**src/rtl/exmem2_pkg.sv**
```systemverilog
/*
 * Shared definitions for the EXMEM2 execute and I/O unit
 * - Data word, register index and memory offset types
 * - Issue opcode and multi-cycle ALU opcode enums
 * - State enums for the ALU, the memory-unit requester and the control
 * - Divide-by-zero quotient constant
 */
package exmem2_pkg;

    // ========================================================================
    // Widths and basic types
    // ========================================================================

    localparam int WORD_BITS = 32;

    typedef logic [WORD_BITS-1:0] word_t;

    // Register 0 is never written back
    typedef logic [3:0] reg_addr_t;

    typedef logic signed [15:0] offset_t;

    // ========================================================================
    // Opcodes
    // ========================================================================

    typedef enum logic [2:0] {
        op_mult     = 3'd0,  // Low word of product
        op_mulhiu   = 3'd1,  // High word of unsigned product
        op_divs     = 3'd2,
        op_divu     = 3'd3,
        op_mods     = 3'd4,
        op_modu     = 3'd5,
        op_io_read  = 3'd6,
        op_io_write = 3'd7
    } exec_op_e;

    // Arithmetic subset handled by the multi-cycle ALU
    typedef enum logic [2:0] {
        malu_mult   = 3'd0,
        malu_mulhiu = 3'd1,
        malu_divs   = 3'd2,
        malu_divu   = 3'd3,
        malu_mods   = 3'd4,
        malu_modu   = 3'd5
    } malu_op_e;

    // ========================================================================
    // State machines
    // ========================================================================

    typedef enum logic [1:0] {
        malu_st_idle = 2'd0,
        malu_st_run  = 2'd1,
        malu_st_done = 2'd2
    } malu_state_e;

    typedef enum logic [1:0] {
        mu_st_idle      = 2'd0,
        mu_st_started   = 2'd1,
        mu_st_wait_done = 2'd2
    } mu_state_e;

    typedef enum logic [1:0] {
        ctrl_idle      = 2'd0,
        ctrl_wait_malu = 2'd1,
        ctrl_wait_mu   = 2'd2,
        ctrl_retire    = 2'd3
    } ctrl_state_e;

    // Quotient of any divide by zero
    localparam word_t DIV_ZERO_QUOTIENT = '1;

endpackage

```
**src/rtl/multicycle_alu.sv**
```systemverilog
/*
 * Iterative multiply/divide unit
 * - Shift-add multiplier, low word or unsigned high word
 * - Restoring divider, signed and unsigned quotient and remainder
 * - Start/done handshake, done comes DATA_WIDTH+1 cycles after start
 */
`timescale 1ns/1ps

module multicycle_alu
    import exmem2_pkg::*;
#(
    parameter int DATA_WIDTH = 32
) (
    input  logic     clk,
    input  logic     reset,

    input  logic     start,
    input  word_t    a,
    input  word_t    b,
    input  malu_op_e op,

    output logic     done,
    output word_t    y
);

    localparam int CNT_BITS = $clog2(DATA_WIDTH);
    localparam logic [CNT_BITS-1:0] LAST_STEP = CNT_BITS'(DATA_WIDTH - 1);

    malu_state_e         state;
    logic [CNT_BITS-1:0] step;

    // Operation registered at start
    malu_op_e              op_r;
    logic                  neg_q;
    logic                  neg_r;
    logic                  div_zero;
    logic [DATA_WIDTH-1:0] opnd_r;

    // hi:lo is the product, or remainder:quotient while dividing
    logic [DATA_WIDTH-1:0] hi;
    logic [DATA_WIDTH-1:0] lo;

    logic [DATA_WIDTH-1:0] a_in;
    logic [DATA_WIDTH-1:0] b_in;
    logic                  signed_op;
    logic                  a_neg;
    logic                  b_neg;
    logic                  mul_r;
    logic                  quot_r;

    logic [DATA_WIDTH:0]   add_sum;
    logic [DATA_WIDTH:0]   trial;
    logic [DATA_WIDTH:0]   diff;
    logic [DATA_WIDTH-1:0] result;

    assign a_in      = a[DATA_WIDTH-1:0];
    assign b_in      = b[DATA_WIDTH-1:0];
    assign signed_op = (op == malu_divs) || (op == malu_mods);
    assign a_neg     = signed_op && a_in[DATA_WIDTH-1];
    assign b_neg     = signed_op && b_in[DATA_WIDTH-1];

    assign mul_r  = (op_r == malu_mult) || (op_r == malu_mulhiu);
    assign quot_r = (op_r == malu_divs) || (op_r == malu_divu);

    // One multiply step adds the multiplicand when the multiplier LSB is set
    assign add_sum = {1'b0, hi} + (lo[0] ? {1'b0, opnd_r} : '0);

    // One divide step tries to subtract the divisor from the shifted remainder
    assign trial = {hi, lo[DATA_WIDTH-1]};
    assign diff  = trial - {1'b0, opnd_r};

    // Sign fix of the final result, division truncates toward zero
    always_comb begin
        case (op_r)
            malu_mult:            result = lo;
            malu_mulhiu:          result = hi;
            malu_divs, malu_divu: result = neg_q ? -lo : lo;
            default:              result = neg_r ? -hi : hi;
        endcase
    end

    // ========================================================================
    // Sequencing
    // ========================================================================

    always_ff @(posedge clk) begin
        if (reset) begin
            state <= malu_st_idle;
            step  <= '0;
            done  <= 1'b0;
        end else begin
            done <= 1'b0;
            case (state)
                malu_st_idle: begin
                    step <= '0;
                    if (start) begin
                        state <= malu_st_run;
                    end
                end

                malu_st_run: begin
                    step <= step + CNT_BITS'(1);
                    if (step == LAST_STEP) begin
                        state <= malu_st_done;
                    end
                end

                malu_st_done: begin
                    done  <= 1'b1;
                    state <= malu_st_idle;
                end

                default: state <= malu_st_idle;
            endcase
        end
    end

    // ========================================================================
    // Datapath
    // ========================================================================

    always_ff @(posedge clk) begin
        case (state)
            malu_st_idle: begin
                if (start) begin
                    op_r     <= op;
                    opnd_r   <= b_neg ? -b_in : b_in;
                    hi       <= '0;
                    lo       <= a_neg ? -a_in : a_in;
                    neg_q    <= a_neg ^ b_neg;
                    neg_r    <= a_neg;
                    div_zero <= (b_in == '0);
                end
            end

            malu_st_run: begin
                if (mul_r) begin
                    hi <= add_sum[DATA_WIDTH:1];
                    lo <= {add_sum[0], lo[DATA_WIDTH-1:1]};
                end else if (!diff[DATA_WIDTH]) begin
                    hi <= diff[DATA_WIDTH-1:0];
                    lo <= {lo[DATA_WIDTH-2:0], 1'b1};
                end else begin
                    hi <= trial[DATA_WIDTH-1:0];
                    lo <= {lo[DATA_WIDTH-2:0], 1'b0};
                end
            end

            malu_st_done: begin
                // Remainder of a divide by zero already comes out as a
                if (quot_r && div_zero) begin
                    y <= DIV_ZERO_QUOTIENT;
                end else begin
                    y <= word_t'(result);
                end
            end

            default: ;
        endcase
    end

endmodule

```
**src/rtl/mu_requester.sv**
```systemverilog
/*
 * Memory-unit requester
 * - Turns a one-cycle request into a memory-unit start pulse
 * - Waits for the memory-unit done and captures its read data
 * - Pulses finished with the captured result
 */
`timescale 1ns/1ps

module mu_requester
    import exmem2_pkg::*;
(
    input  logic  clk,
    input  logic  reset,

    // Request from the control
    input  logic  req,
    input  word_t req_addr,
    input  word_t req_data,
    input  logic  req_we,

    // External memory unit
    output logic  mu_start,
    output word_t mu_addr,
    output word_t mu_data,
    output logic  mu_we,
    input  logic  mu_done,
    input  word_t mu_q,

    // Completion back to the control
    output logic  finished,
    output word_t result
);

    mu_state_e state;

    // ========================================================================
    // Request state machine
    // ========================================================================

    always_ff @(posedge clk) begin
        if (reset) begin
            state    <= mu_st_idle;
            mu_start <= 1'b0;
            mu_addr  <= '0;
            mu_data  <= '0;
            mu_we    <= 1'b0;
            finished <= 1'b0;
        end else begin
            finished <= 1'b0;
            case (state)
                mu_st_idle: begin
                    if (req) begin
                        mu_start <= 1'b1;
                        mu_addr  <= req_addr;
                        mu_data  <= req_data;
                        mu_we    <= req_we;
                        state    <= mu_st_started;
                    end
                end

                // Request lines are only valid during the start cycle
                mu_st_started: begin
                    mu_start <= 1'b0;
                    mu_addr  <= '0;
                    mu_data  <= '0;
                    mu_we    <= 1'b0;
                    state    <= mu_st_wait_done;
                end

                mu_st_wait_done: begin
                    if (mu_done) begin
                        finished <= 1'b1;
                        state    <= mu_st_idle;
                    end
                end

                default: state <= mu_st_idle;
            endcase
        end
    end

    // Read data is sampled together with done
    always_ff @(posedge clk) begin
        if (state == mu_st_wait_done && mu_done) begin
            result <= mu_q;
        end
    end

endmodule

```
**src/rtl/exmem2_control.sv**
```systemverilog
/*
 * EXMEM2 issue and retire control
 * - Accepts one operation at a time and holds busy while it runs
 * - Computes the I/O address from operand a and the signed offset
 * - Dispatches to the multi-cycle ALU or the memory-unit requester
 * - Selects the finished result and drives the writeback pulse
 */
`timescale 1ns/1ps

module exmem2_control
    import exmem2_pkg::*;
(
    input  logic      clk,
    input  logic      reset,

    // Issue side
    input  logic      issue_valid,
    input  exec_op_e  issue_op,
    input  word_t     issue_a,
    input  word_t     issue_b,
    input  offset_t   issue_offset,
    input  reg_addr_t issue_dreg,
    output logic      busy,

    // Multi-cycle ALU
    output logic      malu_start,
    output word_t     malu_a,
    output word_t     malu_b,
    output malu_op_e  malu_op,
    input  logic      malu_done,
    input  word_t     malu_y,

    // Memory-unit requester
    output logic      mu_req,
    output word_t     mu_req_addr,
    output word_t     mu_req_data,
    output logic      mu_req_we,
    input  logic      mu_finished,
    input  word_t     mu_result,

    // Writeback
    output logic      wb_valid,
    output logic      wb_we,
    output reg_addr_t wb_dreg,
    output word_t     wb_data
);

    ctrl_state_e state;
    exec_op_e    op_r;
    reg_addr_t   dreg_r;
    word_t       result_r;

    logic        accept;
    logic        issue_io;
    word_t       issue_addr;
    malu_op_e    issue_malu_op;

    assign busy       = (state != ctrl_idle);
    assign accept     = issue_valid && !busy;
    assign issue_io   = (issue_op == op_io_read) || (issue_op == op_io_write);
    assign issue_addr = issue_a + {{(WORD_BITS - $bits(offset_t)){issue_offset[15]}}, issue_offset};

    always_comb begin
        case (issue_op)
            op_mulhiu: issue_malu_op = malu_mulhiu;
            op_divs:   issue_malu_op = malu_divs;
            op_divu:   issue_malu_op = malu_divu;
            op_mods:   issue_malu_op = malu_mods;
            op_modu:   issue_malu_op = malu_modu;
            default:   issue_malu_op = malu_mult;
        endcase
    end

    // ========================================================================
    // Issue, wait and retire
    // ========================================================================

    always_ff @(posedge clk) begin
        if (reset) begin
            state      <= ctrl_idle;
            malu_start <= 1'b0;
            mu_req     <= 1'b0;
        end else begin
            malu_start <= 1'b0;
            mu_req     <= 1'b0;
            case (state)
                ctrl_idle: begin
                    if (accept && issue_io) begin
                        mu_req <= 1'b1;
                        state  <= ctrl_wait_mu;
                    end else if (accept) begin
                        malu_start <= 1'b1;
                        state      <= ctrl_wait_malu;
                    end
                end

                ctrl_wait_malu: if (malu_done) state <= ctrl_retire;

                ctrl_wait_mu: if (mu_finished) state <= ctrl_retire;

                ctrl_retire: state <= ctrl_idle;

                default: state <= ctrl_idle;
            endcase
        end
    end

    // Operands for both units are captured on acceptance
    always_ff @(posedge clk) begin
        if (accept) begin
            op_r        <= issue_op;
            dreg_r      <= issue_dreg;
            malu_a      <= issue_a;
            malu_b      <= issue_b;
            malu_op     <= issue_malu_op;
            mu_req_addr <= issue_addr;
            mu_req_data <= issue_b;
            mu_req_we   <= (issue_op == op_io_write);
        end
        if (state == ctrl_wait_malu && malu_done) begin
            result_r <= malu_y;
        end
        if (state == ctrl_wait_mu && mu_finished) begin
            result_r <= (op_r == op_io_write) ? '0 : mu_result;
        end
    end

    // Writeback has no back-pressure
    assign wb_valid = (state == ctrl_retire);
    assign wb_we    = wb_valid && (op_r != op_io_write) && (dreg_r != '0);
    assign wb_dreg  = dreg_r;
    assign wb_data  = result_r;

endmodule

```
**src/rtl/exmem2_top.sv**
```systemverilog
/*
 * EXMEM2 execute and I/O unit, top level
 * - Control with issue and writeback ports
 * - Multi-cycle ALU and memory-unit requester
 */
`timescale 1ns/1ps

module exmem2_top
    import exmem2_pkg::*;
(
    input  logic      clk,
    input  logic      reset,

    // Issue side
    input  logic      issue_valid,
    input  exec_op_e  issue_op,
    input  word_t     issue_a,
    input  word_t     issue_b,
    input  offset_t   issue_offset,
    input  reg_addr_t issue_dreg,
    output logic      busy,

    // Writeback
    output logic      wb_valid,
    output logic      wb_we,
    output reg_addr_t wb_dreg,
    output word_t     wb_data,

    // Memory unit
    output logic      mu_start,
    output word_t     mu_addr,
    output word_t     mu_data,
    output logic      mu_we,
    input  logic      mu_done,
    input  word_t     mu_q
);

    logic     malu_start;
    word_t    malu_a;
    word_t    malu_b;
    malu_op_e malu_op;
    logic     malu_done;
    word_t    malu_y;

    logic     mu_req;
    word_t    mu_req_addr;
    word_t    mu_req_data;
    logic     mu_req_we;
    logic     mu_finished;
    word_t    mu_result;

    exmem2_control i_control (
        .clk          (clk),
        .reset        (reset),
        .issue_valid  (issue_valid),
        .issue_op     (issue_op),
        .issue_a      (issue_a),
        .issue_b      (issue_b),
        .issue_offset (issue_offset),
        .issue_dreg   (issue_dreg),
        .busy         (busy),
        .malu_start   (malu_start),
        .malu_a       (malu_a),
        .malu_b       (malu_b),
        .malu_op      (malu_op),
        .malu_done    (malu_done),
        .malu_y       (malu_y),
        .mu_req       (mu_req),
        .mu_req_addr  (mu_req_addr),
        .mu_req_data  (mu_req_data),
        .mu_req_we    (mu_req_we),
        .mu_finished  (mu_finished),
        .mu_result    (mu_result),
        .wb_valid     (wb_valid),
        .wb_we        (wb_we),
        .wb_dreg      (wb_dreg),
        .wb_data      (wb_data)
    );

    multicycle_alu #(
        .DATA_WIDTH (WORD_BITS)
    ) i_malu (
        .clk   (clk),
        .reset (reset),
        .start (malu_start),
        .a     (malu_a),
        .b     (malu_b),
        .op    (malu_op),
        .done  (malu_done),
        .y     (malu_y)
    );

    mu_requester i_mu (
        .clk      (clk),
        .reset    (reset),
        .req      (mu_req),
        .req_addr (mu_req_addr),
        .req_data (mu_req_data),
        .req_we   (mu_req_we),
        .mu_start (mu_start),
        .mu_addr  (mu_addr),
        .mu_data  (mu_data),
        .mu_we    (mu_we),
        .mu_done  (mu_done),
        .mu_q     (mu_q),
        .finished (mu_finished),
        .result   (mu_result)
    );

endmodule

```
**config.mk**
```make
export PLATFORM = sky130hd
export DESIGN_NAME = exmem2_top
export DESIGN_NICKNAME = d
export VERILOG_FILES = /design/src/rtl/exmem2_pkg.sv /design/src/rtl/multicycle_alu.sv /design/src/rtl/mu_requester.sv /design/src/rtl/exmem2_control.sv /design/src/rtl/exmem2_top.sv
export SDC_FILE = /design/constraint.sdc
export NUM_CORES = 1
export LEC_CHECK = 0
export BUFFER_PORTS_ARGS = -buffer_cell sky130_fd_sc_hd__buf_4
export CAP_MARGIN = 30
export CELL_PAD_IN_SITES_DETAIL_PLACEMENT = 0
export CELL_PAD_IN_SITES_GLOBAL_PLACEMENT = 1
export CORE_MARGIN = 4
export CORE_UTILIZATION = 40
export CTS_CLUSTER_DIAMETER = 80
export DETAILED_ROUTE_END_ITERATION = 8
export PLACE_DENSITY_LB_ADDON = 0.1
export SLEW_MARGIN = 10
export SYNTH_ARGS = -nofsm -noshare
export SYNTH_HDL_FRONTEND = slang
export SYNTH_SLANG_ARGS = --single-unit
```
**constraint.sdc**
```tcl
create_clock -name clk -period 5 [get_ports clk]
set_clock_uncertainty 0.05 [all_clocks]
set_input_delay 0.25 -clock clk [delete_from_list [all_inputs] [get_ports clk]]
set_output_delay 0.25 -clock clk [all_outputs]
set_load 0.005 [all_outputs]
```
==> reports/metrics.cfg <==
[timing]
worst_slew_pin_slew_ps=888.5
setup_violations=0
clock.fmax_mhz=222.6
hold_viol=0
maxSlewHeadroom_pct=40.55
fin_tns_setup_ps=0
holdWs_ps=71.85
min_period_over_period_pct=89.84
grt_setup_unrepaired=no
drv_slew=0
min_period_ps=4492
final.setup.worst_slack_ps=507.8

[global_routing]
grt_max_degree=67
gr-total-overflow=0
grt_pass1_vias=17446
grt_use_total_pct=21.65
grt_pass1_wl_mm=101.6
antenna_found_initial=0

[worst_setup_path]
path_delay_family=compound AO/OA/AOI/OAI gates
cp-start-kind=flop
crit_path_max_incr_delay_ps=520
path_buf_inv=2
worstSetupPathDepth=14
critPathArrivalTime_ps=4770
worstSetupStartpoint=i_malu.lo[0]$_DFFE_PP_
path_cells=inv_1 > buf_4 > nor2_1 > ha_1 > a21oi_1 > o31ai_1 > o311ai_0 > a21oi_1 > a31oi_1 > o21ai_0 > a211oi_1 > o21ai_0 > xor2_1 > o211a_1
critPathKind=flop to flop
cp.required_ps=5280
reg2reg_to=i_malu.hi[26]$_SDFFCE_PN0P_
crit_slowest_cell=o311ai_0
rr_startpoint=i_malu.lo[0]$_DFFE_PP_
crit_fanout=16
reg2reg_depth=14
endpoint_kind=flop
worst-r2r-setup-slack_ps=510

[yosys]
yosysMostFrequentCell=edfxtp_1
synth_flop_cell=edfxtp_1
yosys.area.top_type=edfxtp_1
synth-edff-count=305
synth-seq-cells=386
synthArstFlopShare_pct=0
syn_nets=2408
ys_warn_count=0
netlist_area_um2=21970
synth_common_cells=edfxtp_1, nand2_1, nor2_1
syn_avg_cell_area_um2=10.10
synth_top_area_share_pct=41.69
ys_types=74
yosysSeqAreaShare_pct=49.07
synthCells=2176
ys_top_cells_by_area=edfxtp_1, dfxtp_1, ha_1, xnor2_1, nand2_1

[placed_design]
dpl_cell_area_um2=24470
placed_cells_incl_taps=3030
pre_cts_ws_ps=699.0
port_buffers=227
gp_congestion=0.8795
dp_hpwl_mm=47.64

[power_and_ir_drop]
p_leak_nw=10.79
p_per_area_nw_per_um2=408.2
vdd_drop_max_mv=0.2640

[worst_hold_path]
worstHoldPathCells=3
hold_class=input pin to flop
hp-start=issue_valid
min_to=i_control.mu_req$_SDFF_PP0_

[status]
outcome=finished, final reports clean

[clocking]
ctsHtreeMaxLevel=2
clk_pin_slew_worst_paths_ps=60
numCtsBuffers=44
clock-root-buffer=clkbuf_16
clock_latency_ps=590
cts.sinks=386
cts_setup_buffers=0
tritoncts=built
cts_buffer_depth=3
ctsResizeCount=0

[routing]
postRouteAntennaNets=0
drc=0
drt-pass1-iter-count=5
routed_wl_mm=65.56
avgViaCountPerCell=5.581
drt-initial-drc-count=1412
wl_per_cell_um=20.35
vias=17983

[floorplanning]
dieArea_um2=58740
core-area_um2=54130
ios=228
die-height_um=242.4
fp-row-count=85
die_w_um=242.4
initial_core_util_pct=40.58

[layout]
final_nets=2721
stdcell_count=3222
area_growth_pct=23.02
drive_above_1_share_pct=14.93
stdcell_area_um2=27030
fillers=4979

[job]
cap_violations=0

==> flip-flops by register name (all words and copies together), names as in the netlist, 2 cells and up <==
signal	cells
i_malu.y	32
i_mu.state	2
i_control.op_r	3
i_mu.result	32
i_control.mu_req_addr	32
i_malu.state	2
i_malu.opnd_r	32
i_control.malu_op	3
i_malu.step	5
i_mu.mu_data	32
i_malu.op_r	3
i_control.wb_dreg	4
i_mu.mu_addr	32
i_control.state	2
i_control.wb_data	32
i_malu.lo	32
i_control.malu_b	32
i_malu.hi	32
i_control.malu_a	32
==> report_power, final <==
part	leakage (nW)	internal, W	switching [W]	total, W
logic	6.60	0.00132	0.00193	0.00325
clock network	0.699	0.00189	0.00137	0.00325
registers	3.49	0.00405	0.000477	0.00453
total	10.8	0.00725	0.00378	0.0110
==> layout by cell type, fill, tap and decap left out, drive strengths merged, types with 14 or more instances in the layout <==
cell type / synthesis / final
ha: 106 / 106
nand3: 28 / 28
edfxtp: 305 / 305
buf: 14 / 260
o21ai: 157 / 157
o21a: 16 / 16
mux2: 17 / 17
a31oi: 46 / 46
xor2: 67 / 67
clkinv: 1 / 15
a21o: 53 / 53
or4: 20 / 20
o31ai: 29 / 29
a22o: 65 / 65
a21oi: 147 / 147
a211oi: 22 / 22
nor2: 187 / 187
and2: 14 / 14
xnor2: 114 / 114
nand2b: 21 / 21
clkbuf: 87 / 56
o22ai: 26 / 26
o41ai: 17 / 17
dlygate4sd3: 0 / 108
inv: 74 / 76
dfxtp: 81 / 81
nand2: 235 / 235
nor3: 41 / 41
nor2b: 22 / 22
==> layer usage <==
layer	share of wire, %	track usage, %	up-vias
li1	-	-	8719
met1	47	31.43	8648
met2	44	32.73	514
met3	6.0	3.874	102
met4	3.3	7.222	0
met5	0	0	-
==> through the flow <==
step           power (W)  util (%)
2_1_floorplan   0.006663         -
3_3_place_gp    0.007698     45.13
3_5_place_dp    0.007732     45.20
4_1_cts          0.01110     49.91
5_1_grt          0.01167     49.92
6_report         0.01103     49.93
==> worst max-delay path by stage <==
stage                                       end  slack (ps)
floorplan             i_malu.div_zero$_DFFE_PP_        1100
global placement    i_malu.hi[30]$_SDFFCE_PN0P_         800
detailed placement  i_malu.hi[26]$_SDFFCE_PN0P_         700
CTS                 i_malu.hi[26]$_SDFFCE_PN0P_         650
global route        i_malu.hi[26]$_SDFFCE_PN0P_          90
finish              i_malu.hi[26]$_SDFFCE_PN0P_         510
==> final cells by class <==
type	count	area [um2]	area share, %
clock inverters	26	300.3	1.111
inverters	75	284.0	1.051
well taps	696	870.8	3.222
flip-flops and latches	386	10780	39.89
multi-input cells	1614	10550	39.04
repair buffers	368	3070	11.36
diodes	1	2.502	0.009259
clock buffers	56	1166	4.315
==> tightest hold or removal path, stage by stage <==
cell	delay [ps]
buf_4	110
nand2_1	200
nor3_1	70
==> timing repair <==
action,in CTS,in global routing
hold endpoints to repair,124,0
endpoints found under the setup margin,0,0
hold buffers,108,0
==> cell families after synthesis <==
logic type / count (synthesis) / share of synthesized area (%)
xor gates and xnor gates: 181 / 7.216
muxes: 26 / 1.281
and+or+nand+nor: 634 / 13.29
adders and majority gates: 109 / 6.310
AOI/OAI and AO/OA: 664 / 19.66
DFF: 386 / 49.07
buffers and inverters: 176 / 3.178
No activity file was read; power rests on OpenSTA's default activity.
